[src/include/fetch_settings.svh]
/*
 * fetch front end settings
 * word width, instruction memory geometry and the
 * encoding used for an empty pipeline slot
 */

`ifndef FETCH_SETTINGS_SVH
`define FETCH_SETTINGS_SVH

// address and data word width
`define XLEN 32

// instruction memory, 64-bit lines holding two words each
`define IMEM_LINES    256
`define IMEM_IDX_BITS 8       // log2 of IMEM_LINES

// addi x0,x0,0, placed in a bubble
`define NOP_INST 32'h0000_0013

`endif
[src/hw/fetch_pkg.sv]
/*
 * fetch package
 * shared types for the fetch front end and the
 * opcode constant used by the early JAL redirect
 */

`include "fetch_settings.svh"

package fetch_pkg;

	////////////////////////////////////////
	// widths with a meaning
	////////////////////////////////////////

	// program counter or byte address
	typedef logic [`XLEN-1:0] addr_t;

	// one 32-bit instruction word
	typedef logic [31:0] inst_t;

	// one memory line, lower address word in the low half
	typedef logic [63:0] mem_line_t;

	// index of a memory line
	typedef logic [`IMEM_IDX_BITS-1:0] line_idx_t;

	////////////////////////////////////////
	// opcodes
	////////////////////////////////////////

	localparam logic [6:0] OPC_JAL = 7'b1101111;   // jump and link

endpackage

[src/hw/fetch_pkt_if.sv]
/*
 * fetch packet interface
 * carries one fetched instruction with its pc and
 * sequential next pc between pipeline blocks
 */

`timescale 1ns/1ps

interface fetch_pkt_if;
	import fetch_pkg::*;

	logic  valid;   // slot holds a real instruction
	addr_t pc;      // address of inst
	addr_t npc;     // pc + 4
	inst_t inst;    // instruction word

	// producer side
	modport src (
		output valid, pc, npc, inst
	);

	// consumer side
	modport dst (
		input valid, pc, npc, inst
	);

endinterface

[src/hw/if_stage.sv]
/*
 * instruction fetch stage
 * holds the PC, picks the next PC from the redirect
 * sources and the stall, addresses the 64-bit memory
 * and selects the 32-bit word for the fetch packet
 */

`timescale 1ns/1ps

`include "fetch_settings.svh"

module if_stage (
	input  logic                clock,
	input  logic                reset,
	input  logic                ex_take_branch,   // late redirect from execute
	input  fetch_pkg::addr_t    ex_target_pc,
	input  logic                jal_take,         // early redirect from decode
	input  fetch_pkg::addr_t    jal_target,
	input  logic                id_stall,         // decode back-pressure, a level
	input  fetch_pkg::mem_line_t imem_line,       // line read back from memory
	output fetch_pkg::line_idx_t imem_idx,        // line being fetched
	fetch_pkt_if.src            pkt               // packet toward IF/ID
);
	import fetch_pkg::*;

	addr_t pc_reg;      // pc currently in fetch
	addr_t pc_plus_4;   // sequential successor
	addr_t next_pc;     // value loaded on the next edge

	assign pc_plus_4 = pc_reg + `XLEN'd4;

	////////////////////////////////////////
	// next pc selection
	////////////////////////////////////////

	// redirects win over the stall so neither is dropped
	always_comb begin
		if (ex_take_branch) begin
			next_pc = ex_target_pc;   // resolved branch in execute
		end else if (jal_take) begin
			next_pc = jal_target;     // jal caught in decode
		end else if (id_stall) begin
			next_pc = pc_reg;         // hold
		end else begin
			next_pc = pc_plus_4;
		end
	end

	always_ff @(posedge clock) begin
		if (reset) begin
			pc_reg <= '0;   // boot from address 0
		end else begin
			pc_reg <= next_pc;
		end
	end

	////////////////////////////////////////
	// memory address and word select
	////////////////////////////////////////

	// bits [2:0] pick a byte inside the line, drop them
	assign imem_idx = pc_reg[`IMEM_IDX_BITS+2:3];

	// pc bit 2 chooses the high word of the line
	assign pkt.inst  = pc_reg[2] ? imem_line[63:32] : imem_line[31:0];
	assign pkt.pc    = pc_reg;
	assign pkt.npc   = pc_plus_4;
	assign pkt.valid = !reset;    // fetch always has a word once out of reset

endmodule

[src/flat_wrapper.sv]
// flat-port wrapper written by rule: the top's interface ports become plain ports
module if_stage_flat import fetch_pkg::*;
  (clock, reset, ex_take_branch, ex_target_pc, jal_take, jal_target, id_stall, imem_line, imem_idx, pkt_valid, pkt_pc, pkt_npc, pkt_inst);
  fetch_pkt_if pkt_i ();
  input  logic clock;
  input  logic reset;
  input  logic ex_take_branch;
  input  fetch_pkg::addr_t ex_target_pc;
  input  logic jal_take;
  input  fetch_pkg::addr_t jal_target;
  input  logic id_stall;
  input  fetch_pkg::mem_line_t imem_line;
  output fetch_pkg::line_idx_t imem_idx;
  output wire logic [$bits(pkt_i.valid)-1:0] pkt_valid;
  output wire logic [$bits(pkt_i.pc)-1:0] pkt_pc;
  output wire logic [$bits(pkt_i.npc)-1:0] pkt_npc;
  output wire logic [$bits(pkt_i.inst)-1:0] pkt_inst;
  assign pkt_valid = pkt_i.valid;
  assign pkt_pc = pkt_i.pc;
  assign pkt_npc = pkt_i.npc;
  assign pkt_inst = pkt_i.inst;
  if_stage u_core (.clock(clock), .reset(reset), .ex_take_branch(ex_take_branch), .ex_target_pc(ex_target_pc), .jal_take(jal_take), .jal_target(jal_target), .id_stall(id_stall), .imem_line(imem_line), .imem_idx(imem_idx), .pkt(pkt_i));
endmodule
[config.mk]
export PLATFORM = sky130hd
export DESIGN_NAME = if_stage_flat
export DESIGN_NICKNAME = d
export VERILOG_FILES = /design/src/hw/fetch_pkg.sv /design/src/hw/fetch_pkt_if.sv /design/src/hw/if_stage.sv /design/src/flat_wrapper.sv
export VERILOG_INCLUDE_DIRS = /design/src /design/src/include
export SDC_FILE = /design/constraint.sdc
export NUM_CORES = 1
export LEC_CHECK = 0
export BUFFER_PORTS_ARGS = -buffer_cell sky130_fd_sc_hd__buf_4
export CAP_MARGIN = 10
export CORE_ASPECT_RATIO = 0.5
export CORE_UTILIZATION = 40
export CTS_CLUSTER_DIAMETER = 50
export DETAILED_ROUTE_END_ITERATION = 10
export PLACE_DENSITY = 0.78
export SETUP_SLACK_MARGIN = 0.02
export SYNTH_ARGS = -nofsm -noshare
export SYNTH_HDL_FRONTEND = slang
export SYNTH_SLANG_ARGS = --single-unit
[constraint.sdc]
create_clock -name clock -period 3.09 [get_ports clock]
set_input_delay 0.618 -clock clock [delete_from_list [all_inputs] [get_ports clock]]
set_output_delay 0.618 -clock clock [all_outputs]
set_load 0.03 [all_outputs]
## Yosys cells after proc, flatten, opt, wreduce, memory -nomap -nowiden

Cells that the tools add are included.

- Eq/ne operators: 1
- Reduce and logical (&&, ||, !) cells: 1
- Muxes and demuxes: 4
- $add $sub $neg: 1

Operators by type and width:

| cell | number |
|---|---|
| 32-bit 2-to-1 mux | 4 |
| 32-bit by 3-bit adder with 32-bit output, second input constant | 1 |
| 3-bit != test, second input constant | 1 |
| 1-bit zero test | 1 |

- Bits in registers: 32
- Output and inout port bits: 105
- Input port bits: 133

## Longest topological paths before layout

Gate-level depths: netlist of run 1.

- Depth in word-level cells: 4
- Mapped depth: 8

## Worst setup path after synthesis of run 1

Ideal clock, no wire load.

- Path kind: register to output
- Start: reg u_core.pc_reg[2], in the netlist u_core.pkt.pc[2]
- End: out pkt_npc[29]
- Slack: -0.018 ns
- Stages on the path, launching flop included: 8
- Arrival: 2.490 ns
- Data required time: 2.472 ns
- Path buffers: 2
- Path through: dfxtp_1 buf_4 nand4_2 or4_4 buf_4 nor3_1 nand2_1 xnor2_1

- Word-level cells in the longest chain between the ends: 1

RTL lines:

| element | RTL line | source |
|---|---|---|
| start, declared | if_stage.sv:26 | `addr_t pc_reg;` |
| start signal, assigned | if_stage.sv:53 | `pc_reg <= next_pc;` |
| 32-bit by 3-bit adder with 32-bit output | if_stage.sv:30 | `` assign pc_plus_4 = pc_reg + `XLEN'd4; `` |
| end, declared | flat_wrapper.sv:16 | `output wire logic [$bits(pkt_i.npc)-1:0] pkt_npc;` |

Every way passes these cells.

## Worst setup path after layout of run 1

- Start: reg u_core.pc_reg[11], in the netlist u_core.pkt.pc[11]
- End: out pkt_npc[29]

Same word-level chain as after synthesis.

==> metrics.csv, run 1 <==
stage,metric,value,unit
critical_path,crit_arrival,2280,ps
timing,maxSlewHeadroom,0.616,
yosys,async_flop_share,0,
critical_path,reg2reg_slack,890,ps
cells_and_area,fill_cells,604,
floorplan,die-area,7670,µm²
timing,fin_crit,2890,ps
pwr,combPwrFrac,0.429,
cts,numCtsBuffers,5,
flow_run,drv_cap,0,
route,num_vias,3749,
yosys,yosys.cell_types.count,53,
route,drt-initial-drc-count,273,
global_routing,grt_usage,0.305,
yosys,syn_nets,512,
critical_path,cp-endpoint,pkt_npc[29],
timing,min_period_over_period,0.937,
pwr,seqPwrFrac,0.287,
floorplan,die_y,62.4,µm
cts,cts_tree,done,
cts,numClockSinks,32,
route,dr.pass1.iters,5,
cells_and_area,final_area,4860,µm²
global_routing,grt_pass1_vias,3475,
yosys,netlist.area_leader.share,0.219,
pwr,ir_worst_vdd,0.000198,V
floorplan,die_w,123,µm
cts,cts_max_path_buffers,2,
route,wl,12.0,mm
yosys,synth_flop_cell,dfxtp_1,
place,portBuffers,237,
timing,finalHoldViolCount,0,
worst_hold_path,holdPathStages,2,
cts,clkLatencyLatePin,270,ps
critical_path,required,2470,ps
timing,setup_viol,0,
place,post_dp_cell_area,4680,µm²
critical_path,crit_path_top_delay_cell,or4_4,
timing,setup_tns,0,ps
critical_path,path_cells,"nand4_2, or4_4, nor3_2, nand2_1, xnor2_2, buf_4",
pwr,switching_power,0.668,mW
cells_and_area,syn_to_final_growth,66.3,%
yosys,synth.largest_area_cell,dfxtp_1,
timing,setup_slack,196,ps
critical_path,crit_type,register to primary output,
global_routing,grt_pass1_wl,18.4,mm
global_routing,met1_usage,0.391,
cts,h-tree-depth,2,
global_routing,busiest_layer,met2,
cts,clockRootBuffer,clkbuf_16,
status,status,"finished, final reports clean",
timing,hold_ws,525,ps
pwr,total_leakage_power,2.25,nW
place,post-dp-hpwl,9.26,mm
timing,slew_violations,0,
timing,worst_pin_slew,572,ps
global_routing,grtUsageMet3,0.0721,
route,wl_per_cell,17.7,µm
critical_path,end_kind,primary output,
cells_and_area,fin_nets,723,
route,ant_nets,0,
route,vias_per_cell,5.50,
route,drc_errors,0,
critical_path,rr_startpoint,u_core.pkt.pc[11],
timing,clock.fmax,346,MHz
critical_path,r2r_cells,5,
pwr,powerDensity,365,nW/µm²
global_routing,grt_overflow,0,
yosys,syn_inst,378,
yosys,syn-mean-instance-area,7.73,µm²
worst_hold_path,min_path_type,register to register,
cts,postCtsSetupBuffers,0,
cts,path_clk_slew,50,ps
timing,skew,2.95,ps
place,place_congestion,0.828,
floorplan,core_area,6860,µm²
pwr,p_int,1.11,mW
yosys,yosysWarnings,0,
critical_path,start_kind,register,
floorplan,start_util,0.426,
cells_and_area,largest_reg_flops,32,
yosys,synthTopCellsByArea,"dfxtp_1 (22%), mux2_2 (12%), xor2_1 (7.2%)",
yosys,syn_area,2920,µm²
yosys,synth_edf_count,0,
cells_and_area,drive_above_1_share,0.507,
place,dp_slack,310,ps
timing,rsz0062_at_grt,no,
critical_path,cpPeakStageDelay,660,ps
critical_path,crit_fanout,13,
critical_path,cp-startpoint,u_core.pkt.pc[11],
critical_path,r2r_end,u_core.pkt.pc[25],
yosys,synth_seq_area_share,0.219,
pwr,p_sw_frac,0.377,
global_routing,antenna_found_initial,0,
global_routing,use_met2,0.516,
cells_and_area,antennaDiodeCount,0,
floorplan,rows,21,
cts,cts.hold.buffers_added,0,
pwr,clockPowerShare,0.284,
global_routing,grt_max_degree,40,
yosys,ys_ff_latch,32,
floorplan,pin_count,238,
[kinds of logic (layout without fill, tap and decap cells)]
logic type                 after synthesis  count (layout)  synth area share
buffers and inverters                   51             263            0.0822
adders and majority gates                1               1           0.00428
AOI/OAI and AO/OA                       81              81             0.183
DFF                                     32              32             0.219
muxes                                   38              38             0.144
xor gates and xnor gates                44              44             0.132
and+or+nand+nor                        131             131             0.236
[stage by stage]
step                power (mW)  instances  utilization
detailed placement        1.27        674        0.682
floorplan                0.935        378            -
finish                    1.77        682        0.708
global placement          1.26        674        0.682
global route              1.84        682        0.708
CTS                       1.77        682        0.705
[worst min-delay path by stage]
stage / from / to / slack, ps
after global placement: u_core.pkt.pc[3] / u_core.pkt.pc[3] / 480
after global routing: u_core.pkt.pc[3] / u_core.pkt.pc[3] / 560
after floorplan: u_core.pkt.pc[3] / u_core.pkt.pc[3] / 540
after detailed placement: u_core.pkt.pc[3] / u_core.pkt.pc[3] / 510
after CTS: u_core.pkt.pc[3] / u_core.pkt.pc[3] / 530
final: u_core.pkt.pc[3] / u_core.pkt.pc[3] / 520
[layout by cell type, fill, tap and decap left out, drive strengths merged, types with 9 or more instances in the layout]
cell and instances:
nand2 32, mux2 32, a211oi 9, nor4 13, xnor2 20, dfxtp 32, nor2 30, buf 243
nor3 15, a21oi 23, o22ai 11, o21ai 12, xor2 24, nand3 9, inv 10, nand4 9
[critical path: cells and delay by family (launching register included)]
| kind | cells | cell delay, ps |
|---|---|---|
| xor gates and xnor gates | 1 | 140 |
| buffers and inverters | 1 | 170 |
| DFF | 1 | 470 |
| and+or+nand+nor | 4 | 1210 |
[final cells by class]
type,instances,area (µm²),share of cell area
clock buffers,6,139,0.0286
clock inverters,2,10.0,0.00206
inverters,12,45.0,0.00927
multi-input cells,295,2080,0.428
flip-flops and latches,32,647,0.133
well taps,92,115,0.0237
repair buffers,243,1820,0.376
[per-layer routing]
| layer | share of wire | up-vias |
|---|---|---|
| li1 | - | 1783 |
| met1 | 0.41 | 1799 |
| met2 | 0.50 | 150 |
| met3 | 0.072 | 17 |
| met4 | 0.017 | 0 |
| met5 | 0 | - |
[power groups by stage]
stage	Sequential (mW)	Combinational [mW]	Clock, mW
after floorplan	0.553	0.382	0
after global placement	0.510	0.755	0
after detailed placement	0.513	0.759	0
after CTS	0.506	0.762	0.500
after global routing	0.515	0.800	0.523
final	0.510	0.761	0.504
[cells in the mapped netlist, drive strengths merged, types with 2 or more instances]
library cell / instances
and4: 3
clkinv: 2
nor2b: 2
xor2: 24
and3: 2
o311ai: 2
nand4: 9
a211oi: 9
or2: 2
nor2: 30
nor4: 13
mux2i: 6
nand3: 9
o21ai: 12
o211ai: 2
clkbuf: 25
inv: 10
nand2: 32
dfxtp: 32
a22oi: 6
nand3b: 3
mux2: 32
a21oi: 23
nand2b: 2
o31ai: 3
a211o: 2
a21o: 2
xnor2: 20
nor3: 15
o22ai: 11
buf: 14
or4: 5
[timing repair]
item | in CTS | in global routing
pin swaps | 0 | 0
endpoints found under the setup margin | 1 | 6
cloned | 0 | 0
gates resized for setup | 1 | 5
No activity file was read; power rests on OpenSTA's default activity.
==> inputs of run 2 (changes only) <==
--- a/config.mk
+++ b/config.mk
@@ -6,7 +6,7 @@
 export SDC_FILE = /design/constraint.sdc
 export NUM_CORES = 1
 export LEC_CHECK = 0
-export BUFFER_PORTS_ARGS = -buffer_cell sky130_fd_sc_hd__buf_4
+export BUFFER_PORTS_ARGS = -buffer_cell sky130_fd_sc_hd__buf_2
 export CAP_MARGIN = 10
 export CORE_ASPECT_RATIO = 0.5
 export CORE_UTILIZATION = 40
==> metrics.csv, run 2 (synthesized netlist as in run 1, its figures left out) <==
stage,metric,value,unit
status,status,"finished, final reports clean",
floorplan,die_w,123,µm
floorplan,pin_count,238,
worst_hold_path,min_path_type,register to register,
cells_and_area,drive_above_1_share,0.508,
cts,path_clk_slew,50,ps
timing,min_period_over_period,0.950,
timing,worst_pin_slew,650,ps
cells_and_area,final_area,4290,µm²
critical_path,cp-endpoint,pkt_npc[29],
critical_path,cp-startpoint,u_core.pkt.pc[5],
cts,numCtsBuffers,5,
global_routing,grt_overflow,0,
cells_and_area,layout_common_cells,"buf_2 (237), nand2_1 (32), mux2_2 (32), nor2_1 (30), dfxtp_1 (29)",
pwr,total_leakage_power,2.11,nW
floorplan,start_util,0.426,
critical_path,crit_type,register to primary output,
timing,setup_slack,155,ps
cells_and_area,final_core_util,0.625,
pwr,switching_power,0.647,mW
cts,cts_tree,done,
timing,setup_tns,0,ps
floorplan,die-area,7670,µm²
pwr,combPwrFrac,0.401,
critical_path,required,2470,ps
cells_and_area,layout.cells.non_filler,688,
cts,clockRootBuffer,clkbuf_16,
global_routing,grt_max_degree,28,
place,place_congestion,0.863,
global_routing,grt_pass1_wl,17.6,mm
timing,finalHoldViolCount,0,
timing,maxSlewHeadroom,0.563,
cts,cts_max_path_buffers,2,
place,portBuffers,237,
critical_path,end_kind,primary output,
critical_path,r2r_cells,6,
critical_path,reg2reg_slack,810,ps
floorplan,die_y,62.4,µm
route,ant_nets,0,
cts,clkLatencyLatePin,280,ps
route,drt-initial-drc-count,284,
cts,cts.hold.buffers_added,0,
critical_path,crit_arrival,2320,ps
pwr,p_int,0.978,mW
pwr,ir_worst_vdd,0.000226,V
pwr,clockPowerShare,0.289,
route,num_vias,3738,
timing,rsz0062_at_grt,no,
critical_path,start_kind,register,
timing,fin_crit,2930,ps
route,wl_per_cell,16.5,µm
flow_run,drv_cap,0,
timing,hold_ws,509,ps
pwr,seqPwrFrac,0.310,
cts,numClockSinks,32,
place,dp_slack,287,ps
route,dr.pass1.iters,5,
place,post_dp_cell_area,4110,µm²
critical_path,r2r_end,u_core.pkt.pc[25],
cells_and_area,fin_nets,730,
timing,clock.fmax,341,MHz
critical_path,crit_fanout,8,
cells_and_area,antennaDiodeCount,0,
place,place_inst,678,
cells_and_area,final_common_cell,buf_2,
cts,h-tree-depth,2,
cells_and_area,largest_reg_flops,32,
timing,skew,5.39,ps
cells_and_area,syn_to_final_growth,46.8,%
pwr,total_power,1.63,mW
route,drc_errors,0,
floorplan,core_area,6860,µm²
global_routing,grt_pass1_vias,3407,
floorplan,rows,21,
timing,setup_viol,0,
route,vias_per_cell,5.43,
pwr,p_sw_frac,0.398,
global_routing,antenna_found_initial,0,
place,post-dp-hpwl,8.82,mm
timing,slew_violations,0,
global_routing,grt_usage,0.294,
critical_path,rr_startpoint,u_core.pkt.pc[5],
pwr,powerDensity,379,nW/µm²
route,wl,11.4,mm
run 2: cell types whose count changed in the layout (fill, tap and decap cells not counted):
cell      delta
nor3_1       +1
buf_4      -230
clkbuf_1     +1
nor3_2       -1
clkinv_2     -1
buf_2      +237
nand4_2      +1
clkbuf_8     -1
nand4_4      -1
run 2: critical path, stage by stage (launching register included):
cell     delay, ps
dfxtp_1        460
nand4_4        190
or4_4          600
nor3_1         310
nand2_1        140
xnor2_2        130
buf_2          210
run 2: routing by layer:
| metal | GRT usage | routed length (µm) | vias to the layer above |
|---|---|---|---|
| met4 | 0.0777 | 171 | 0 |
| met3 | 0.0630 | 952 | 18 |
| met5 | 0 | 0 | - |
| li1 | - | - | 1795 |
| met1 | 0.376 | 4610 | 1738 |
| met2 | 0.499 | 5620 | 187 |
run 2: layout make-up:
cell class,count,area (µm²)
Fill cell,686,2570
Timing Repair Buffer,250,1280
Multi-Input combinational cell,295,2060
Clock inverter,1,5.00
Tap cell,92,115
Sequential cell,32,647
Clock buffer,6,129
Inverter,12,45.0
run 2: timing repair:
item / CTS / global route
setup buffers: 3 / 0
pin swaps: 1 / 0
endpoints found under the setup margin: 1 / 7
gates resized for setup: 0 / 4
run 2: how the worst min path moves through the flow:
| stage | slack, ps | from | end | cells past startpoint |
|---|---|---|---|---|
| after floorplan | 540 | u_core.pkt.pc[3] | u_core.pkt.pc[3] | 2 |
| after global placement | 480 | u_core.pkt.pc[3] | u_core.pkt.pc[3] | 2 |
| after detailed placement | 490 | u_core.pkt.pc[3] | u_core.pkt.pc[3] | 2 |
| after CTS | 500 | u_core.pkt.pc[3] | u_core.pkt.pc[3] | 2 |
| after global routing | 530 | u_core.pkt.pc[3] | u_core.pkt.pc[3] | 2 |
| final | 510 | u_core.pkt.pc[3] | u_core.pkt.pc[3] | 2 |
run 2: power groups by stage:
stage | registers [mW] | logic, mW | clock network (mW)
floorplan | 0.553 | 0.382 | 0
global placement | 0.507 | 0.648 | 0
detailed placement | 0.509 | 0.650 | 0
CTS | 0.501 | 0.652 | 0.470
global route | 0.510 | 0.694 | 0.484
finish | 0.504 | 0.652 | 0.469
