`config.mk`:
```
export PLATFORM = sky130hd
export DESIGN_NAME = if_id_reg_flat
export DESIGN_NICKNAME = d
export VERILOG_FILES = /design/src/hw/fetch_pkg.sv /design/src/hw/fetch_pkt_if.sv /design/src/hw/if_id_reg.sv /design/src/flat_wrapper.sv
export VERILOG_INCLUDE_DIRS = /design/src /design/src/include
export SDC_FILE = /design/constraint.sdc
export NUM_CORES = 1
export LEC_CHECK = 0
export BUFFER_PORTS_ARGS = -buffer_cell sky130_fd_sc_hd__buf_2
export CAP_MARGIN = 10
export CORE_MARGIN = 2
export CORE_UTILIZATION = 45
export DETAILED_ROUTE_END_ITERATION = 8
export PLACE_DENSITY = 0.84
export RECOVER_POWER = 25
export SYNTH_ARGS = -nofsm -noshare
export SYNTH_HDL_FRONTEND = slang
export SYNTH_SLANG_ARGS = --single-unit
```
`constraint.sdc`:
```
create_clock -name clock -period 7.5 [get_ports clock]
set_input_delay 1.5 -clock clock [delete_from_list [all_inputs] [get_ports clock]]
set_output_delay 1.5 -clock clock [all_outputs]
set_load 0.01 [all_outputs]
```
`src/include/fetch_settings.svh`:
```
/*
 * fetch front end settings
 * word width, instruction memory geometry and the
 * encoding used for an empty pipeline slot
 */

`ifndef FETCH_SETTINGS_SVH
`define FETCH_SETTINGS_SVH

// address and data word width
`define XLEN 32

// instruction memory, 64-bit lines holding two words each
`define IMEM_LINES    256
`define IMEM_IDX_BITS 8       // log2 of IMEM_LINES

// addi x0,x0,0, placed in a bubble
`define NOP_INST 32'h0000_0013

`endif
```
`src/hw/fetch_pkg.sv`:
```
/*
 * fetch package
 * shared types for the fetch front end and the
 * opcode constant used by the early JAL redirect
 */

`include "fetch_settings.svh"

package fetch_pkg;

	////////////////////////////////////////
	// widths with a meaning
	////////////////////////////////////////

	// program counter or byte address
	typedef logic [`XLEN-1:0] addr_t;

	// one 32-bit instruction word
	typedef logic [31:0] inst_t;

	// one memory line, lower address word in the low half
	typedef logic [63:0] mem_line_t;

	// index of a memory line
	typedef logic [`IMEM_IDX_BITS-1:0] line_idx_t;

	////////////////////////////////////////
	// opcodes
	////////////////////////////////////////

	localparam logic [6:0] OPC_JAL = 7'b1101111;   // jump and link

endpackage

```
`src/hw/fetch_pkt_if.sv`:
```
/*
 * fetch packet interface
 * carries one fetched instruction with its pc and
 * sequential next pc between pipeline blocks
 */

`timescale 1ns/1ps

interface fetch_pkt_if;
	import fetch_pkg::*;

	logic  valid;   // slot holds a real instruction
	addr_t pc;      // address of inst
	addr_t npc;     // pc + 4
	inst_t inst;    // instruction word

	// producer side
	modport src (
		output valid, pc, npc, inst
	);

	// consumer side
	modport dst (
		input valid, pc, npc, inst
	);

endinterface

```
`src/hw/if_id_reg.sv`:
```
/*
 * IF/ID pipeline register
 * captures the fetch packet each cycle, holds it while
 * decode stalls, and turns it into a bubble on flush
 */

`timescale 1ns/1ps

`include "fetch_settings.svh"

module if_id_reg (
	input  logic      clock,
	input  logic      reset,
	input  logic      stall,   // decode cannot accept, hold contents
	input  logic      flush,   // wrong-path slot, drop it
	fetch_pkt_if.dst  in,      // packet from fetch
	fetch_pkt_if.src  out      // packet seen by decode
);
	import fetch_pkg::*;

	logic  valid_q;
	addr_t pc_q;
	addr_t npc_q;
	inst_t inst_q;

	////////////////////////////////////////
	// register update
	////////////////////////////////////////

	// flush beats stall, a redirect during a stall still kills the slot
	always_ff @(posedge clock) begin
		if (reset || flush) begin
			valid_q <= 1'b0;
			inst_q  <= `NOP_INST;   // bubble
		end else if (!stall) begin
			valid_q <= in.valid;
			inst_q  <= in.inst;
		end
	end

	// pc fields carry no control meaning, only stall gates them
	always_ff @(posedge clock) begin
		if (!stall || flush) begin
			pc_q  <= in.pc;
			npc_q <= in.npc;
		end
	end

	assign out.valid = valid_q;
	assign out.pc    = pc_q;
	assign out.npc   = npc_q;
	assign out.inst  = inst_q;

endmodule

```
`src/flat_wrapper.sv`:
```
// flat-port wrapper written by rule: the top's interface ports become plain ports
module if_id_reg_flat import fetch_pkg::*;
  (clock, reset, stall, flush, in_valid, in_pc, in_npc, in_inst, out_valid, out_pc, out_npc, out_inst);
  fetch_pkt_if in_i ();
  fetch_pkt_if out_i ();
  input  logic clock;
  input  logic reset;
  input  logic stall;
  input  logic flush;
  input wire logic [$bits(in_i.valid)-1:0] in_valid;
  input wire logic [$bits(in_i.pc)-1:0] in_pc;
  input wire logic [$bits(in_i.npc)-1:0] in_npc;
  input wire logic [$bits(in_i.inst)-1:0] in_inst;
  output wire logic [$bits(out_i.valid)-1:0] out_valid;
  output wire logic [$bits(out_i.pc)-1:0] out_pc;
  output wire logic [$bits(out_i.npc)-1:0] out_npc;
  output wire logic [$bits(out_i.inst)-1:0] out_inst;
  assign in_i.valid = in_valid;
  assign in_i.pc = in_pc;
  assign in_i.npc = in_npc;
  assign in_i.inst = in_inst;
  assign out_valid = out_i.valid;
  assign out_pc = out_i.pc;
  assign out_npc = out_i.npc;
  assign out_inst = out_i.inst;
  if_id_reg u_core (.clock(clock), .reset(reset), .stall(stall), .flush(flush), .in(in_i), .out(out_i));
endmodule
```
# Word-level counts from Yosys, hierarchy flattened
# Cells that the tools add are included.
# op_classes
reduce_logical	3
muxes	0
eq_ne	0
multipliers	0
div_mod_pow	0
n_lt_le_gt_ge	0
n_addsub	0
bitwise_logic	0
n_shift	0
# ops
cell	count
1-bit logical OR	2
1-bit logical NOT	1
# word_totals
rom_bits	0
ramBits	0
latch_bits	0
out_inout_bits	97
n_memories	0
register_bits	97
wordCells	7

# Depth between registers and ports, before layout
# Gate-level depths: netlist (run 1).
# depth
depth_word	2
ltp_mapped	4
mapped_depth_nobuf	2

# Worst setup path before layout (run 1)
# No wires, ideal clock.
# synth_timing
path_kind	input-to-reg
from	in stall
to	reg u_core.npc_q[0], in the netlist u_core.out.npc[0], enable pin
required_ns	7.076
t_arrival_ns	3.096
slack_ns	3.981
stages	2
cell_sequence	buf_6 or2b_1
# synth_via
elab_chain_cells	2
# synth_rtl
element	line	rtl
start: declaration	flat_wrapper.sv:8	input logic stall;
1-bit logical NOT	--	
1-bit logical OR	if_id_reg.sv:43	if (!stall || flush) begin
end signal: assignment	if_id_reg.sv:45	npc_q <= in.npc;
end: declaration	if_id_reg.sv:23	addr_t npc_q;
# Every way passes these cells.
# A chain may end at the register's enable or synchronous reset.

# Worst setup path after layout (run 1)
# layout_timing
from	in stall
to	reg u_core.pc_q[24], in the netlist u_core.out.pc[24], enable pin
# layout_via
elab_chain_cells	2
# layout_rtl
element	line	rtl
1-bit logical NOT	--	
1-bit logical OR	if_id_reg.sv:43	
end signal: assignment	if_id_reg.sv:44	pc_q <= in.pc;
end: declaration	if_id_reg.sv:22	addr_t pc_q;
# Every way passes these cells.

==> metrics.txt, run 1 <==
Slew Limit Fails 0; layout cells sized above 1 56.3%; Area growth, synth to finish 37.1%; hpwl dp 5750 um; synthesized cell area 3170 um2; # setup viols final 0; syn_nets 274; setup slack, reg-to-reg 6.85 ns; Die Y 87.9 um; Hold/Removal Path Class flip-flop to flip-flop; Slew HR 35.1%; io pins 198; post-synth cell types 10; Routed WL per cell 15.9 um; post-CTS sizing 0; num rows 30; FF-to-FF path depth 2; Int Power 783 uW; via count 2193; Max Cap Viol 0; vias in the first global route 2060; full die area 7720 um2; kind of critical path input pin to flip-flop; clock latency at the later pin of the worst-skew pair 0.34 ns; initial DRC count 85; commonest non-fill, non-tap cell in the layout buf_2; CP startpoint stall; CTS root buf clkbuf_8; switching share of power 23.3%; YS warnings 0; Die Span X 87.9 um; post-synthesis register bit count 97; gpl congestion 0.763; minimum clock period 2.98 ns; Post-DP Area 4180 um2; Critical R2R Capture u_core.out.inst[14]; Critical Path RT 7.50 ns; Setup Buffers After CTS 0; Reg clk slew, reported paths 0.08 ns; P_sw 238 uW; TNS Setup 0 ns; IO Port Bufs 197; layout net count 476; CP Capture Type flip-flop; Post-Layout Inst Area 4340 um2; P per Cell Area 235 nW/um2; Register Area 2580 um2; crit path DAT 2.98 ns; multi-input logic area 480 um2; remaining antenna violation count after routing 0; FMAX 0.336 GHz; hold_buf cts 0; sequential fraction of the synthesis area 81.5%; CTS Buf Count 9; gr usage total 18.5%; Via density 4.60; H-tree Lvls 3; VDD IR max 96.0 uV; WL final 7610 um; Worst-Margin Slew 0.974 ns; initial antenna violation count 0; area of the core 6790 um2; CTS tree built; DRC Markers 0; clock sink total 97; Static Leakage 0.00207 uW; total power 1020 uW; syn avg cell area 18.3 um2; Cells after Synth 173; Gate power share 11.1%; Final period util 39.7%; end of the critical path u_core.out.pc[24]; Initial Util 46.6%; sequential power share 60.8%; Worst setup SP type input pin; unrepaired setup endpoints after global routing no; commonest cells after routing, fill and taps aside 196 x buf_2, 64 x edfxtp_1, 33 x mux2i_1, 33 x dfxtp_1, 29 x nor2_1; Final Skew 0 ns; CP Max Fanout 64; status completed; CTS Buffer Depth 2; final hold violations 0; Clk pwr share 28.1%; pin count of the biggest net entering global routing 65; first-pass GRT wire length 10300 um; Filler Cells Inserted 520; reg2reg start u_core.out.inst[14]; TritonRoute pass-1 iters 4; Remaining Overflow, GRT 0
-- through the flow --
stage	cells	hold WS, ns	setup slack [ns]	utilization (%)
floorplan	173	0.515	3.98	-
global placement	460	0.465	4.19	61.5
detailed placement	460	0.476	4.15	61.5
CTS	476	0.503	4.53	63.9
global route	476	0.531	4.45	63.8
finish	477	0.493	4.52	63.9
-- cell families after synthesis --
group / Yosys count / share of synthesized area, %
buf+inv: 7 / 3.32
simple gates: 36 / 4.70
mux: 33 / 10.4
flops: 97 / 81.5
-- flip-flops by register name, summed over array words and instances (netlist names) --
signal,count
u_core.out.inst,32
u_core.out.npc,32
u_core.out.pc,32
u_core.out.valid,1
-- cell usage after synthesis --
library cell	n	share of area, %
edfxtp_1	64	61
dfxtp_1	33	21
mux2i_1	33	10
nor2_1	29	3.4
buf_6	4	1.4
buf_12	3	1.9
nand2_1	3	0.36
nor2_2	2	0.40
or2_4	1	0.28
or2b_1	1	0.24
-- final cells by class --
class                   instances  share of cell area [%]
clock buffers                  11                    3.03
repair buffers                198                    22.9
diodes                          1                  0.0577
well taps                      96                    2.77
multi-input cells              69                    11.1
clock inverters                 5                   0.721
flip-flops and latches         97                    59.5
-- worst max-delay path, cell delays in order --
cell and delay (ns):
buf_2 0.73, or2b_2 0.35, buf_4 0.36
-- power by group through the flow --
| stage | clock, uW | combinational [uW] | sequential, uW |
|---|---|---|---|
| 4_1_cts | 298 | 116 | 621 |
| 3_3_place_gp | 0 | 111 | 631 |
| 2_1_floorplan | 0 | 28.8 | 655 |
| 3_5_place_dp | 0 | 115 | 633 |
| 6_report | 287 | 114 | 621 |
| 5_1_grt | 313 | 123 | 624 |
-- worst min-delay path by stage --
stage                       start                 end  slack [ns]  depth (start not counted)
6_report       u_core.out.inst[0]  u_core.out.inst[0]        0.49                          2
5_1_grt        u_core.out.inst[0]  u_core.out.inst[0]        0.53                          2
4_1_cts        u_core.out.inst[1]  u_core.out.inst[1]        0.50                          2
3_5_place_dp   u_core.out.inst[1]  u_core.out.inst[1]        0.48                          2
3_3_place_gp   u_core.out.inst[1]  u_core.out.inst[1]        0.46                          2
2_1_floorplan  u_core.out.inst[0]  u_core.out.inst[0]        0.52                          2
-- per-layer routing --
metal	share of wire, %	GRT usage, %
met1	34	18.3
met2	53	34.0
met3	10	6.31
met4	2.8	9.65
met5	0	0
(Power assumes the default switching activity.)
==> inputs of run 2 (changes only) <==
--- a/config.mk
+++ b/config.mk
@@ -9,9 +9,9 @@
 export BUFFER_PORTS_ARGS = -buffer_cell sky130_fd_sc_hd__buf_2
 export CAP_MARGIN = 10
 export CORE_MARGIN = 2
-export CORE_UTILIZATION = 45
+export CORE_UTILIZATION = 38
 export DETAILED_ROUTE_END_ITERATION = 8
-export PLACE_DENSITY = 0.84
+export PLACE_DENSITY = 0.75
 export RECOVER_POWER = 25
 export SYNTH_ARGS = -nofsm -noshare
 export SYNTH_HDL_FRONTEND = slang
==> constraint.sdc (replaced) <==
create_clock -name clock -period 2.7 [get_ports clock]
set_input_delay 0.54 -clock clock [delete_from_list [all_inputs] [get_ports clock]]
set_output_delay 0.54 -clock clock [all_outputs]
set_load 0.01 [all_outputs]
==> run 2 against run 1 <==
Cell count up 2.1%. Core utilization down 9.9 points. Worst setup slack worse by 3.3 ns. Sequential share of layout area shrank 0.70 points. Clock power grew to 3.0 times the previous value. Routed wire length down 2.3%. Register-to-register slack worse by 4.8 ns.
==> metrics.txt, run 2 (same netlist as run 1, synthesis figures left out) <==
initial antenna violation count 0; io pins 198; Die Span X 95.3 um; clock latency at the later pin of the worst-skew pair 0.35 ns; hpwl dp 5710 um; post-CTS sizing 0; Critical Path RT 2.76 ns; CP max stage cell or2b_2; # setup viols final 0; initial DRC count 49; CTS tree built; setup slack, reg-to-reg 2.05 ns; P per Cell Area 659 nW/um2; pin count of the biggest net entering global routing 34; # diodes 0; commonest cells after routing, fill and taps aside 196 x buf_2, 64 x edfxtp_1, 33 x mux2i_1, 33 x dfxtp_1, 29 x nor2_1; CTS Buf Count 9; Slew Limit Fails 0; IO Port Bufs 197; kind of critical path input pin to flip-flop; DR WL met3 881 um; Final Skew 0 ns; layout net count 478; CP Max Fanout 27; Remaining Overflow, GRT 0; DR WL met2 3680 um; Die Y 95.3 um; full die area 9080 um2; clock sink total 97; Via density 4.43; minimum clock period 1.48 ns; unrepaired setup endpoints after global routing no; FF-to-FF path depth 2; Filler Cells Inserted 676; Worst-Margin Slew 0.644 ns; Reg clk slew, reported paths 0.10 ns; Hold/Removal Path Class input pin to flip-flop; Min-Delay Path Depth 1; via count 2157; area of the core 8130 um2; Worst setup SP type input pin; CP top delay family simple AND/OR/NAND/NOR gates; layout cells sized above 1 57.1%; final hold violations 0; H-tree Lvls 3; total power 2900 uW; Critical R2R Capture u_core.out.valid; Routed WL per cell 15.3 um; WL final 7430 um; Static Leakage 0.00207 uW; Setup Buffers After CTS 0; DRT met1 WL 2690 um; DRC Markers 0; status completed; crit path DAT 1.54 ns; hold_buf cts 0; CTS Buffer Depth 2; Area growth, synth to finish 38.7%; vias in the first global route 2079; CP Capture Type flip-flop; num rows 33; VDD IR max 245 uV; gr usage total 15.6%; Slew HR 57.1%; Final period util 55.0%; commonest non-fill, non-tap cell in the layout buf_2; first-pass GRT wire length 10300 um; FMAX 0.674 GHz; top sig layer met4; worst hold slack 0.351 ns; worst hold start in_npc[16]; Layout Utilization 54.0%; worst path bufs/invs 2; gpl congestion 0.720; Cell Chain, Critical Path buf_2 > or2b_2 > buf_4; crit-path max cell delay 0.57 ns; hold worst-path end u_core.out.npc[16]; Max Cap Viol 0; reg2reg start u_core.out.valid; Initial Util 38.9%; TritonRoute pass-1 iters 4; CTS root buf clkbuf_8; remaining antenna violation count after routing 0; TNS Setup 0 ns
## run 2: final cells by class
class / instances / area [um2] / share of cell area (%)
Clock buffer: 10 / 128 / 2.91
Multi-Input combinational cell: 69 / 480 / 10.9
Clock inverter: 6 / 50.0 / 1.14
Tap cell: 105 / 131 / 2.99
Timing Repair Buffer: 200 / 1020 / 23.2
Sequential cell: 97 / 2580 / 58.8
## run 2: how the worst max path moves through the flow
stage | depth (start not counted) | start | endpoint
5_1_grt | 3 | stall | u_core.out.npc[23]
6_report | 3 | stall | u_core.out.npc[23]
2_1_floorplan | 2 | stall | u_core.out.npc[0]
3_3_place_gp | 3 | stall | u_core.out.npc[6]
3_5_place_dp | 3 | stall | u_core.out.pc[9]
4_1_cts | 3 | stall | u_core.out.npc[23]
## run 2: report_power, final
part	switching, uW	internal, uW
registers	28.0	1690
logic	169	149
clock network	511	345
total	708	2190
## run 2: metal layers
layer,GRT usage [%],vias to the layer above
met1,16.8,996
met2,26.6,120
met4,8.57,0
met5,0,-
met3,5.53,15
li1,-,1026
## run 2: per-stage QoR
step / worst slack, ns / cells / instance area [um2]
after floorplan: 0.141 / 173 / 3170
after global placement: 0.856 / 471 / 4220
after detailed placement: 0.825 / 471 / 4220
after CTS: 1.21 / 487 / 4390
after global routing: 1.18 / 487 / 4390
final: 1.22 / 487 / 4390
## run 2: worst register-to-register path, stage by stage, from the launching register on
cell,delay [ns]
dfxtp_1,0.33
mux2i_1,0.17
nor2_2,0.04
==> inputs of run 3 (changes only) <==
--- a/config.mk
+++ b/config.mk
@@ -9,9 +9,9 @@
 export BUFFER_PORTS_ARGS = -buffer_cell sky130_fd_sc_hd__buf_2
 export CAP_MARGIN = 10
 export CORE_MARGIN = 2
-export CORE_UTILIZATION = 38
+export CORE_UTILIZATION = 42
 export DETAILED_ROUTE_END_ITERATION = 8
-export PLACE_DENSITY = 0.75
+export PLACE_DENSITY = 0.79
 export RECOVER_POWER = 25
 export SYNTH_ARGS = -nofsm -noshare
 export SYNTH_HDL_FRONTEND = slang
==> constraint.sdc (replaced) <==
create_clock -name clock -period 1.4 [get_ports clock]
set_input_delay 0.28 -clock clock [delete_from_list [all_inputs] [get_ports clock]]
set_output_delay 0.28 -clock clock [all_outputs]
set_load 0.01 [all_outputs]
==> run 3 against run 2 <==
Clock-buffer cell count is the same. Clock skew is the same. Cell count shrank 1.0%. Global-route usage grew 2.4 points. First-iteration DRC count grew 120%. Largest cell class unchanged. Highest routed layer unchanged.
==> metrics.txt, run 3 (same netlist as run 1, synthesis figures left out) <==
status completed; Slew Limit Fails 0; Reg clk slew, reported paths 0.10 ns; Max Cap Viol 0; kind of critical path flip-flop to output port; Remaining Overflow, GRT 0; CTS Buffer Depth 2; CP max stage cell edfxtp_1; Area growth, synth to finish 39.3%; CP Max Fanout 1; total power 5590 uW; commonest cells after routing, fill and taps aside 197 x buf_2, 64 x edfxtp_1, 33 x mux2i_1, 33 x dfxtp_1, 29 x nor2_1; full die area 8250 um2; CP top delay family flip-flops; layout net count 479; final hold violations 0; initial antenna violation count 0; TritonRoute pass-1 iters 4; io pins 198; Slew HR 75.6%; hpwl dp 5740 um; Die Y 90.8 um; H-tree Lvls 3; Worst-Margin Slew 0.366 ns; crit path DAT 0.90 ns; Setup Buffers After CTS 0; CTS root buf clkbuf_8; Hold/Removal Path Class input pin to flip-flop; minimum clock period 1.18 ns; # diodes 0; layout cells sized above 1 57.4%; commonest non-fill, non-tap cell in the layout buf_2; Final Skew 0 ns; # setup viols final 0; IO Port Bufs 197; VDD IR max 454 uV; Worst setup SP type flip-flop; hold_buf cts 0; clock sink total 97; Critical Path RT 1.12 ns; Cell Chain, Critical Path buf_2; gr usage total 18.0%; Static Leakage 0.00209 uW; clock latency at the later pin of the worst-skew pair 0.35 ns; Via density 4.47; Routed WL per cell 15.6 um; CTS Buf Count 9; Filler Cells Inserted 588; post-CTS sizing 0; TNS Setup 0 ns; CP Capture Type output port; Die Span X 90.8 um; remaining antenna violation count after routing 0; worst path bufs/invs 1; area of the core 7290 um2; via count 2156; unrepaired setup endpoints after global routing no; WL final 7500 um; vias in the first global route 2159; Register Area 2580 um2; pin count of the biggest net entering global routing 43; Initial Util 43.4%; gpl congestion 0.683; crit-path max cell delay 0.40 ns; FMAX 0.844 GHz; initial DRC count 106; CTS tree built; multi-input logic area 483 um2; P per Cell Area 1270 nW/um2; DRC Markers 0; Final period util 84.6%; first-pass GRT wire length 11000 um; num rows 31
run 3: where the power goes:
part | switching [uW] | total [uW] | leakage, uW | internal, uW
Combinational | 327 | 621 | 0.00109 | 294
Clock | 973 | 1640 | 0.0000786 | 670
Sequential | 57.6 | 3320 | 0.000921 | 3270
Total | 1360 | 5590 | 0.00209 | 4230
run 3: worst register-to-register path, cell delays in order, from the launching register on:
cell and delay, ns:
dfxtp_1 0.33, mux2i_1 0.14, nor2_1 0.05
run 3: worst paths after layout:
check                      startpoint             endpoint  slack [ns]  depth (start not counted)
setup / recovery    u_core.out.pc[31]           out_pc[31]        0.22                          1
hold / removal             in_npc[15]   u_core.out.npc[15]        0.09                          1
setup reg to reg  u_core.out.inst[18]  u_core.out.inst[18]        0.77                          2
hold reg to reg    u_core.out.inst[0]   u_core.out.inst[0]        0.49                          2
run 3: layout make-up:
cell class / count / area share (%)
multi-input combinational: 69 / 11.0
sequential: 97 / 58.6
tap: 99 / 2.81
clock inverter: 6 / 1.19
timing repair buffer: 201 / 23.6
clock buffer: 10 / 2.89
run 3: through the flow:
step                setup slack, ns  cells  instance area (um2)  hold slack [ns]  utilization (%)
floorplan                  -0.00616    173                 3180            0.379                -
global placement              0.214    466                 4230            0.454             58.0
detailed placement            0.206    466                 4230            0.459             58.0
CTS                           0.200    482                 4410           0.0753             60.5
global route                  0.171    482                 4410           0.0623             60.5
finish                        0.215    482                 4410           0.0932             60.5
run 3: metal layers:
layer | vias up | global-route usage (%) | part of all wire, %
li1 | 1031 | - | -
met1 | 1011 | 18.8 | 36
met2 | 106 | 32.8 | 53
met3 | 8 | 7.26 | 9.5
met4 | 0 | 5.68 | 1.3
met5 | - | 0 | 0
