## config.mk

```make
export PLATFORM = sky130hd
export DESIGN_NAME = jal_redirect_flat
export DESIGN_NICKNAME = d
export VERILOG_FILES = /design/src/hw/fetch_pkg.sv /design/src/hw/fetch_pkt_if.sv /design/src/hw/jal_redirect.sv /design/src/flat_wrapper.sv
export VERILOG_INCLUDE_DIRS = /design/src /design/src/include
export SDC_FILE = /design/constraint.sdc
export NUM_CORES = 1
export LEC_CHECK = 0
export BUFFER_PORTS_ARGS = -buffer_cell sky130_fd_sc_hd__buf_2
export CORE_MARGIN = 1
export CORE_UTILIZATION = 30
export DETAILED_ROUTE_END_ITERATION = 8
export GPL_TIMING_DRIVEN = 0
export PLACE_DENSITY = 0.58
export SYNTH_ARGS = -nofsm -noshare
export SYNTH_HDL_FRONTEND = slang
export SYNTH_SLANG_ARGS = --single-unit
export TNS_END_PERCENT = 10
```

## constraint.sdc

```tcl
create_clock -name vclk -period 4.6
set_clock_uncertainty 0.2 [all_clocks]
set_input_delay 0.92 -clock vclk [all_inputs]
set_output_delay 0.92 -clock vclk [all_outputs]
set_load 0.005 [all_outputs]
```

## src/include/fetch_settings.svh

```systemverilog
/*
 * fetch front end settings
 * word width, instruction memory geometry and the
 * encoding used for an empty pipeline slot
 */

`ifndef FETCH_SETTINGS_SVH
`define FETCH_SETTINGS_SVH

// address and data word width
`define XLEN 32

// instruction memory, 64-bit lines holding two words each
`define IMEM_LINES    256
`define IMEM_IDX_BITS 8       // log2 of IMEM_LINES

// addi x0,x0,0, placed in a bubble
`define NOP_INST 32'h0000_0013

`endif
```

## src/hw/fetch_pkg.sv

```systemverilog
/*
 * fetch package
 * shared types for the fetch front end and the
 * opcode constant used by the early JAL redirect
 */

`include "fetch_settings.svh"

package fetch_pkg;

	////////////////////////////////////////
	// widths with a meaning
	////////////////////////////////////////

	// program counter or byte address
	typedef logic [`XLEN-1:0] addr_t;

	// one 32-bit instruction word
	typedef logic [31:0] inst_t;

	// one memory line, lower address word in the low half
	typedef logic [63:0] mem_line_t;

	// index of a memory line
	typedef logic [`IMEM_IDX_BITS-1:0] line_idx_t;

	////////////////////////////////////////
	// opcodes
	////////////////////////////////////////

	localparam logic [6:0] OPC_JAL = 7'b1101111;   // jump and link

endpackage

```

## src/hw/fetch_pkt_if.sv

```systemverilog
/*
 * fetch packet interface
 * carries one fetched instruction with its pc and
 * sequential next pc between pipeline blocks
 */

`timescale 1ns/1ps

interface fetch_pkt_if;
	import fetch_pkg::*;

	logic  valid;   // slot holds a real instruction
	addr_t pc;      // address of inst
	addr_t npc;     // pc + 4
	inst_t inst;    // instruction word

	// producer side
	modport src (
		output valid, pc, npc, inst
	);

	// consumer side
	modport dst (
		input valid, pc, npc, inst
	);

endinterface

```

## src/hw/jal_redirect.sv

```systemverilog
/*
 * early JAL redirect
 * looks at the decode packet, spots JAL, forms its
 * target and steers fetch there a cycle before execute
 * would; yields to a late redirect from execute
 */

`timescale 1ns/1ps

`include "fetch_settings.svh"

module jal_redirect (
	fetch_pkt_if.dst         id,               // packet in decode
	input  logic             id_stall,         // decode held, do not act yet
	input  logic             ex_take_branch,   // older redirect from execute
	output logic             jal_take,         // strobe toward fetch
	output fetch_pkg::addr_t jal_target,       // jump destination
	output logic             flush             // kill the IF/ID slot
);
	import fetch_pkg::*;

	logic  is_jal;     // valid packet with JAL opcode
	addr_t j_imm;      // sign-extended J immediate

	////////////////////////////////////////
	// decode
	////////////////////////////////////////

	assign is_jal = id.valid && (id.inst[6:0] == OPC_JAL);

	// J-type immediate is scattered over inst[31:12]
	//   inst[31]    -> imm[20]
	//   inst[30:21] -> imm[10:1]
	//   inst[20]    -> imm[11]
	//   inst[19:12] -> imm[19:12]
	assign j_imm = {
		{(`XLEN-20){id.inst[31]}},   // sign
		id.inst[19:12],
		id.inst[20],
		id.inst[30:21],
		1'b0                         // targets are halfword aligned
	};

	assign jal_target = id.pc + j_imm;

	////////////////////////////////////////
	// redirect and flush
	////////////////////////////////////////

	// execute holds an older instruction, its redirect wins
	assign jal_take = is_jal && !id_stall && !ex_take_branch;

	// either redirect leaves a wrong-path word behind in fetch
	assign flush = jal_take || ex_take_branch;

endmodule

```

## src/flat_wrapper.sv

```systemverilog
// flat-port wrapper written by rule: the top's interface ports become plain ports
module jal_redirect_flat import fetch_pkg::*;
  (id_stall, ex_take_branch, jal_take, jal_target, flush, id_valid, id_pc, id_npc, id_inst);
  fetch_pkt_if id_i ();
  input  logic id_stall;
  input  logic ex_take_branch;
  output logic jal_take;
  output fetch_pkg::addr_t jal_target;
  output logic flush;
  input wire logic [$bits(id_i.valid)-1:0] id_valid;
  input wire logic [$bits(id_i.pc)-1:0] id_pc;
  input wire logic [$bits(id_i.npc)-1:0] id_npc;
  input wire logic [$bits(id_i.inst)-1:0] id_inst;
  assign id_i.valid = id_valid;
  assign id_i.pc = id_pc;
  assign id_i.npc = id_npc;
  assign id_i.inst = id_inst;
  jal_redirect u_core (.id(id_i), .id_stall(id_stall), .ex_take_branch(ex_take_branch), .jal_take(jal_take), .jal_target(jal_target), .flush(flush));
endmodule
```

Word level (Yosys, flattened, before mapping):

Index checks and enable logic that the tools add are counted.
W data, S select, Z words.

* bits in registers: 0
* output and inout bits: 34

* $add $sub $neg: 1
* equal/unequal tests: 1
* reductions and logical operators: 6

Operator list (number)
* $add A32 B32 Y32: 1
* $eq A7 B7 Y1 const B: 1
* $logic_and A1 B1 Y1: 3
* $logic_not A1 Y1: 2
* $logic_or A1 B1 Y1: 1

Longest topological paths before layout:

Gate-level depths: netlist (run 1).

* depth after elaboration: 5
* mapped depth: 8
* gate-level depth less buffers: 8

Worst setup path after synthesis (run 1):

No wires, ideal clock.

* path type: input port to output port
* start point: in id_inst[21]
* end point: out jal_target[11]
* arrival time: 2749 ps
* required time: 3480 ps
* setup slack: 731 ps
* stages: 8
* path buffers: 0
* path through: ha_1 > fa_1 > a21o_1 > a31oi_2 > nor2_1 > o21a_1 > or4_1 > nand3_1

* longest elaborated chain between the ends: 1

RTL lines
* start: declaration: RTL line flat_wrapper.sv:13 `input wire logic [$bits(id_i.inst)-1:0] id_inst;`
* $add A32 B32 Y32: RTL line jal_redirect.sv:44 `assign jal_target = id.pc + j_imm;`
* end: declaration: RTL line flat_wrapper.sv:8 `output fetch_pkg::addr_t jal_target;`

Every way passes these cells.

Final worst setup path (run 1):

* start point: in id_inst[31]
* end point: out jal_target[27]

The elaborated chain is that of the path after synthesis.

==> qor.yml, run 1 <==
globalplace.congestion: 0.867
crit_type: "in2out"
pwr-share-comb: 1.000
stdcell_count: 452
ys_warn_count: 0
syn_to_final_growth_pct: 29.4
synthMuxAreaShare: 0
critPathRequiredTime_ns: 3.48
synth-xor-area-share: 0.109
cell_internal_pwr_w: 0.000171
synth_fa_ha_area_frac: 0.205
clock.fmax_ghz: 0.235
io_buffers: 95
hold_class: "in2out"
ir_drop_mv: 0.0574
syn_inst: 283
hold_end: "jal_target[0]"
regArea_um2: 0
synth_compound_area_frac: 0.347
finalSetupViolCount: 0
startpoint_type: "input pin"
num-nets-final: 509
cts_resized: 0
seq_cell_count: 0
pwr-share-seq: 0
viasPerCell: 5.44
fin_crit_sh: 0.925
die_h_um: 82.1
postCtsHoldBufs: 0
pre_cts_ws_ns: 0.248
synth.distinct_cells: 59
grt_usage: 0.171
start_util: 0.318
cap_violations: 0
p_per_area_mw_per_mm2: 150
wl_per_cell_um: 13.0
yosys.area_share.simple: 0.282
placeableCoreArea_mm2: 0.00606
fin_tns_setup_ns: 0
vias: 2461
syn_area_per_cell_um2: 6.80
final-max-slew-violation-count: 0
whs_path_depth: 2
setup_ws_ns: 0.346
grt_max_degree: 13
grt_pass1_wl_mm: 9.51
n_clock_buffer: 0
synth_fp_nets: 413
n_fill_cell: 668
power_w: 0.000372
holdWs_ns: 1.81
p_sw_frac: 0.541
dp_cells: 453
drive_gt1_frac: 0.289
cts_setup_buffers: 0
first_iter_violations: 83
critical_path_arrival_ns: 3.13
relSlewSlack: 0.603
dr.pass1.iters: 4
path_max_fanout: 12
drc: 0
status: "finished clean"
yosysSeqAreaShare: 0
finalCriticalPeriod_ns: 4.25
grt_pass1_vias: 2236
worstMarginPinSlew_ns: 0.588
drt_wl_total_mm: 5.86
pwr-share-clk: 0
num_io_pins: 133
netlist_area_mm2: 0.00192
antenna_cells: 0
die_area_mm2: 0.00674
rsz0062_at_grt: "no"
die_x_um: 82.1
ant_nets: 0
p_leak_nw: 1.17
dp_hpwl_mm: 5.02
synth_top_family_by_area: "compound AO/OA/AOI/OAI gates"
hold_path_startpoint: "id_pc[0]"
switchingPower_w: 0.000202
grt_antenna_before_repair: 0
finalHoldViolations: 0
endpoint_kind: "output port"
row_count: 28
overflow: 0
==> power by group through the flow <==
| stage | clock, W | combinational (W) | sequential, W |
|---|---|---|---|
| final | 0 | 0.000372 | 0 |
| after global routing | 0 | 0.000421 | 0 |
| after CTS | 0 | 0.000374 | 0 |
| after detailed placement | 0 | 0.000372 | 0 |
| after global placement | 0 | 0.000370 | 0 |
| after floorplan | 0 | 0.000242 | 0 |
==> worst max-delay path by stage <==
| stage | startpoint | end | slack, ns | cells after the start |
|---|---|---|---|---|
| after global routing | id_inst[31] | jal_target[30] | 0.15 | 10 |
| after global placement | id_inst[31] | jal_target[29] | 0.27 | 10 |
| after CTS | id_inst[31] | jal_target[29] | 0.25 | 10 |
| final | id_inst[31] | jal_target[27] | 0.35 | 10 |
| after detailed placement | id_inst[31] | jal_target[29] | 0.25 | 10 |
| after floorplan | id_inst[21] | jal_target[11] | 0.73 | 8 |
==> Yosys cell counts, drive strengths merged, types with 2 or more instances <==
master   count  area (um^2)
a2111oi      2         18.8
a211oi       5         37.5
a21o         9         68.8
a21oi       33          169
a31o         2         17.5
a31oi        7         65.1
and3         3         23.8
and4         2         17.5
buf          5         52.6
clkbuf       8         30.0
ha          30          375
inv          7         26.3
nand2       29          109
nand2b       2         12.5
nand3       14         75.1
nand4        6         37.5
nor2        27          101
nor2b        3         18.8
nor3         9         45.0
nor4         5         37.5
o2111ai      2         17.5
o211ai       2         15.0
o21a         2         15.0
o21ai       19         98.8
o21bai       2         15.0
o31ai        2         15.0
o41ai        2         17.5
or4          2         15.0
xnor2       17          149
xor2         7         61.3
==> layout by cell type, fill, tap and decap left out, types with 3 or more instances in the layout <==
cell / count
a21oi_1: 32
xor2_1: 7
nand4_1: 6
o21ai_1: 5
nor3_1: 9
nand3_1: 13
buf_2: 95
a21o_1: 8
a31oi_1: 5
ha_1: 30
nor2b_1: 3
nor4_1: 4
inv_1: 7
a211oi_1: 5
xnor2_1: 17
nor2_1: 27
clkbuf_1: 7
o21ai_0: 13
nand2_1: 29
buf_6: 4
==> per-layer routing <==
| layer | vias up | part of all wire | GRT usage |
|---|---|---|---|
| met3 | 0 | 0.059 | 0.00879 |
| li1 | 1266 | - | - |
| met1 | 1115 | 0.46 | 0.218 |
| met4 | 0 | 0 | 0.00175 |
| met5 | - | 0 | 0 |
| met2 | 80 | 0.48 | 0.330 |
==> stage by stage <==
| step | util | cell area [um^2] |
|---|---|---|
| after global placement | 0.411 | 2490 |
| after CTS | 0.411 | 2490 |
| after floorplan | - | 1920 |
| after global routing | 0.411 | 2490 |
| after detailed placement | 0.411 | 2490 |
| final | 0.411 | 2490 |
==> worst max-delay path: stages <==
cell,delay (ns)
buf_2,0.25
ha_1,0.28
clkbuf_1,0.22
nand2_1,0.14
o21ai_1,0.11
o41ai_1,0.51
o21ai_0,0.20
a31oi_1,0.22
xnor2_1,0.14
buf_2,0.13
==> cell families after synthesis <==
| family | count (synthesis) |
|---|---|
| buf+inv | 20 |
| compound gates | 100 |
| xor+xnor | 24 |
| fa+ha+maj | 31 |
| simple gates | 108 |
==> area by class of cell <==
class                           instances  area [um^2]  area share
Multi-Input combinational cell        263         1820       0.729
Timing Repair Buffer                   95          475       0.191
Tap cell                               75         93.8      0.0377
Buffer                                 12         78.8      0.0317
Inverter                                7         26.3      0.0106
No activity file was read; power rests on OpenSTA's default activity.
==> run 2: changes to the inputs <==
--- a/config.mk
+++ b/config.mk
@@ -12,6 +12,7 @@
 export DETAILED_ROUTE_END_ITERATION = 8
 export GPL_TIMING_DRIVEN = 0
 export PLACE_DENSITY = 0.58
+export RECOVER_POWER = 100
 export SYNTH_ARGS = -nofsm -noshare
 export SYNTH_HDL_FRONTEND = slang
 export SYNTH_SLANG_ARGS = --single-unit
==> constraint.sdc (replaced) <==
create_clock -name vclk -period 5.3
set_clock_uncertainty 0.2 [all_clocks]
set_input_delay 1.06 -clock vclk [all_inputs]
set_output_delay 1.06 -clock vclk [all_outputs]
set_load 0.005 [all_outputs]
==> run 2 against run 1 <==
  * Worst hold slack improved by 0.28 ns
  * Final cell count increased by 0.22%
  * Global-route usage unchanged
  * Utilization is 0.91 points lower
  * Wire length up 1.3%
  * First-iteration DRC count is 57% higher
  * Sequential cell count unchanged
  * Worst setup slack improved by 0.17 ns
  * Total power down 16%
  * Via count rose by 0.24%
  * Count of clock-buffer cells in the layout unchanged
  * Critical endpoint is now jal_target[23]
==> qor.yml, run 2 (synthesis results as in run 1) <==
status: "finished clean"
crit_buf_inv: 3  # unchanged
io_buffers: 95  # unchanged
drt_wl_total_mm: 5.93  # +1.3%
fin_crit_sh: 0.903
critPathRequiredTime_ns: 4.04  # +0.56 ns
num-nets-final: 510  # +0.20%
cap_violations: 0  # unchanged
n_clock_buffer: 0  # unchanged
final_cell_mix: "buf_2 (72), a21oi_1 (32), clkbuf_1 (30), ha_1 (30), nand2_1 (29)"
die_x_um: 82.1  # unchanged
path_max_fanout: 7  # -5
worstPathCellList: "buf_2 > ha_1 > clkbuf_1 > a211o_1 > a31oi_1 > or4b_1 > a31oi_1 > a21oi_2 > xnor2_1 > clkbuf_1"
hold_path_startpoint: "id_pc[0]"
fin_tns_setup_ns: 0  # unchanged
final-max-slew-violation-count: 0  # unchanged
viasPerCell: 5.45  # about the same
drc: 0  # unchanged
p_leak_nw: 1.11  # -5.5%
wl_per_cell_um: 13.1  # +1.0%
num_io_pins: 133  # unchanged
pre_cts_ws_ns: 0.668  # +0.420 ns
finalSetupViolCount: 0  # unchanged
worstMarginPinSlew_ns: 0.620  # +0.0320 ns
final_common_cell: "buf_2"
dr.pass1.iters: 4  # unchanged
start_util: 0.318  # unchanged
overflow: 0  # unchanged
regArea_um2: 0  # unchanged
ir_drop_mv: 0.0481  # -16%
cp_slowest_stage_delay_ns: 0.58  # +0.07 ns
row_count: 28  # unchanged
finalCriticalPeriod_ns: 4.79
hold_class: "in2out"
finalHoldViolations: 0  # unchanged
seq_cell_count: 0  # unchanged
grt_max_degree: 13  # unchanged
die_h_um: 82.1  # unchanged
placeableCoreArea_mm2: 0.00606  # unchanged
grt_pass1_wl_mm: 9.51  # unchanged
vias: 2467  # +0.24%
postCtsHoldBufs: 0  # unchanged
dp_hpwl_mm: 5.02  # unchanged
whs_path_depth: 2  # unchanged
first_iter_violations: 130  # +57%
setup_ws_ns: 0.512  # +0.166 ns
cp_top_family: "compound AO/OA/AOI/OAI gates"
syn_to_final_growth_pct: 26.5
cts_setup_buffers: 0  # unchanged
clock.fmax_ghz: 0.209
rsz0062_at_grt: "no"
grt_antenna_before_repair: 0  # unchanged
startpoint_type: "input pin"
die_area_mm2: 0.00674  # unchanged
grt_pass1_vias: 2236  # unchanged
p_per_area_mw_per_mm2: 129  # -14%
hold_end: "jal_target[0]"
antenna_cells: 0  # unchanged
grt_usage: 0.171  # unchanged
endpoint_kind: "output port"
cts_resized: 0  # unchanged
crit_path_top_delay_cell: "or4b_1"
crit_type: "in2out"
globalplace.congestion: 0.867  # unchanged
drive_gt1_frac: 0.222  # -0.0669
critical_path_arrival_ns: 3.53  # +0.40 ns
n_fill_cell: 683  # +2.2%
relSlewSlack: 0.585  # -0.0181
ant_nets: 0  # unchanged
==> run 2: worst max-delay path by stage <==
stage                      from        endpoint  depth (start not counted)
finish              id_inst[25]  jal_target[23]                         10
global route           id_pc[5]  jal_target[23]                         10
CTS                 id_inst[31]  jal_target[29]                         10
detailed placement  id_inst[31]  jal_target[29]                         10
global placement    id_inst[31]  jal_target[29]                         10
floorplan           id_inst[21]  jal_target[11]                          8
==> run 2: cell type report <==
cell class                      instances  area (um^2)  share of cell area
Buffer                                 13         75.1              0.0308
Tap cell                               75         93.8              0.0385
Multi-Input combinational cell        263         1790               0.735
Timing Repair Buffer                   95          449               0.184
Inverter                                7         26.3              0.0108
==> run 2: through the flow <==
step / instances / total power (W) / instance area (um^2) / utilization / hold slack (ns)
6_report: 453 / 0.000313 / 2430 / 0.402 / 2.09
3_5_place_dp: 453 / 0.000323 / 2490 / 0.411 / 2.09
2_1_floorplan: 283 / 0.000210 / 1920 / - / 1.96
3_3_place_gp: 453 / 0.000321 / 2490 / 0.411 / 2.09
4_1_cts: 453 / 0.000324 / 2490 / 0.411 / 2.09
5_1_grt: 453 / 0.000354 / 2430 / 0.402 / 2.12
==> run 2: power breakdown <==
group | total (W) | internal, W | switching (W)
registers | 0 | 0 | 0
logic | 0.000313 | 0.000138 | 0.000175
clock network | 0 | 0 | 0
==> run 2: routing by layer <==
metal | vias to the layer above | global-route usage | wire [um]
met1 | 1111 | 0.218 | 2750
met4 | 0 | 0.00175 | 0
met3 | 0 | 0.00879 | 391
li1 | 1269 | - | -
met2 | 87 | 0.330 | 2790
met5 | - | 0 | 0
==> run 3: changes to the inputs <==
--- a/config.mk
+++ b/config.mk
@@ -12,7 +12,7 @@
 export DETAILED_ROUTE_END_ITERATION = 8
 export GPL_TIMING_DRIVEN = 0
 export PLACE_DENSITY = 0.58
-export RECOVER_POWER = 100
+export RECOVER_POWER = 25
 export SYNTH_ARGS = -nofsm -noshare
 export SYNTH_HDL_FRONTEND = slang
 export SYNTH_SLANG_ARGS = --single-unit
==> run 3 against run 2 <==
  * Utilization grew 0.87 points
  * Worst setup slack better by 0.15 ns
  * Maximum frequency rose by 3.3%
  * Critical endpoint is now jal_target[29]
  * Wire length fell by 1.4%
  * Via count increased by 0.41%
  * First-iteration DRC count shrank 42%
  * Final cell count did not move
  * Total power up 3.0%
  * Count of clock-buffer cells in the layout unchanged
  * Largest cell class unchanged
  * Final area increased by 2.2%
==> qor.yml, run 3 (synthesis results as in run 1) <==
status: "finished clean"
io_buffers: 95  # unchanged
row_count: 28  # unchanged
final-max-slew-violation-count: 0  # unchanged
critPathRequiredTime_ns: 4.04  # about the same
num-nets-final: 510  # unchanged
relSlewSlack: 0.606  # +0.0209
placeableCoreArea_mm2: 0.00606  # unchanged
antenna_cells: 0  # unchanged
crit_type: "in2out"
finalSetupViolCount: 0  # unchanged
fin_crit_sh: 0.875  # -0.0285
grt_pass1_vias: 2236  # unchanged
grt_max_degree: 13  # unchanged
hold_class: "in2out"
power_w: 0.000322  # +3.0%
n_clock_buffer: 0  # unchanged
cts_resized: 0  # unchanged
clock.fmax_ghz: 0.216  # +3.3%
globalplace.congestion: 0.867  # unchanged
drive_gt1_frac: 0.275  # +0.0529
drt_wl_total_mm: 5.85  # -1.4%
vias: 2477  # +0.41%
final_cell_mix: "buf_2 (88), a21oi_1 (32), ha_1 (30)"
finalHoldViolations: 0  # unchanged
hold_end: "jal_target[0]"
regArea_um2: 0  # unchanged
syn_to_final_growth_pct: 29.3
ant_nets: 0  # unchanged
dr.pass1.iters: 4  # unchanged
endpoint_kind: "output port"
p_per_area_mw_per_mm2: 130  # +0.80%
finalCriticalPeriod_ns: 4.64  # -0.151 ns
grt_antenna_before_repair: 0  # unchanged
overflow: 0  # unchanged
fin_tns_setup_ns: 0  # unchanged
die_h_um: 82.1  # unchanged
ir_drop_mv: 0.0499  # +3.8%
worstMarginPinSlew_ns: 0.584  # -0.0361 ns
startpoint_type: "input pin"
num_io_pins: 133  # unchanged
grt_usage: 0.171  # unchanged
start_util: 0.318  # unchanged
hold_path_startpoint: "id_pc[0]"
path_max_fanout: 12  # +5
die_x_um: 82.1  # unchanged
dp_hpwl_mm: 5.02  # unchanged
cap_violations: 0  # unchanged
seq_cell_count: 0  # unchanged
final_common_cell: "buf_2"
first_iter_violations: 76  # -42%
grt_pass1_wl_mm: 9.51  # unchanged
p_leak_nw: 1.16  # +4.6%
critical_path_arrival_ns: 3.38  # -0.15 ns
postCtsHoldBufs: 0  # unchanged
rsz0062_at_grt: "no"
final_util: 0.410  # +0.00867
drc: 0  # unchanged
viasPerCell: 5.47  # +0.41%
whs_path_depth: 2  # unchanged
wl_per_cell_um: 12.9  # -1.4%
cts_setup_buffers: 0  # unchanged
die_area_mm2: 0.00674  # unchanged
[run 3: changes by cell type in the layout (fill, tap and decap cells not counted), moves of 2 or more]
cell and change:
clkbuf_1 -17, o21ai_0 -3, buf_2 +16, a31oi_1 -2, o21ai_1 +3
[run 3: cell type report]
class | count | area, um^2
Fill cell | 672 | 3570
Multi-Input combinational cell | 263 | 1820
Timing Repair Buffer | 95 | 469
Tap cell | 75 | 93.8
Buffer | 13 | 82.6
Inverter | 7 | 26.3
[run 3: critical path, cell delays in order]
cell and delay, ns:
buf_2 0.19, ha_1 0.32, clkbuf_1 0.35, nand3_1 0.18, nor2_1 0.31, a22oi_1 0.11, a21oi_1 0.32, a21oi_1 0.12
a211oi_1 0.25, buf_2 0.16
[run 3: worst max-delay path by stage]
stage / endpoint / cells past startpoint / from
6_report: jal_target[29] / 10 / id_inst[31]
5_1_grt: jal_target[29] / 10 / id_inst[31]
4_1_cts: jal_target[29] / 10 / id_inst[31]
3_5_place_dp: jal_target[29] / 10 / id_inst[31]
3_3_place_gp: jal_target[29] / 10 / id_inst[31]
2_1_floorplan: jal_target[11] / 8 / id_inst[21]
[run 3: metrics by stage]
stage / worst slack, ns / instances / hold slack [ns] / instance area (um^2)
2_1_floorplan: 1.15 / 283 / 1.96 / 1920
3_3_place_gp: 0.688 / 453 / 2.09 / 2490
3_5_place_dp: 0.668 / 453 / 2.09 / 2490
4_1_cts: 0.667 / 453 / 2.09 / 2490
5_1_grt: 0.411 / 453 / 2.12 / 2490
6_report: 0.663 / 453 / 2.09 / 2490
[run 3: per-layer routing]
layer,track usage,up-vias,share of wire
met5,0,-,0
met4,0.00175,0,0
met3,0.00879,0,0.062
met2,0.330,85,0.48
met1,0.218,1123,0.46
li1,-,1269,-
[run 3: report_power, final]
part	switching, W	total, W	leakage [nW]	internal [W]
clock network	0	0	0	0
registers	0	0	0	0
logic	0.000175	0.000322	1.16	0.000147
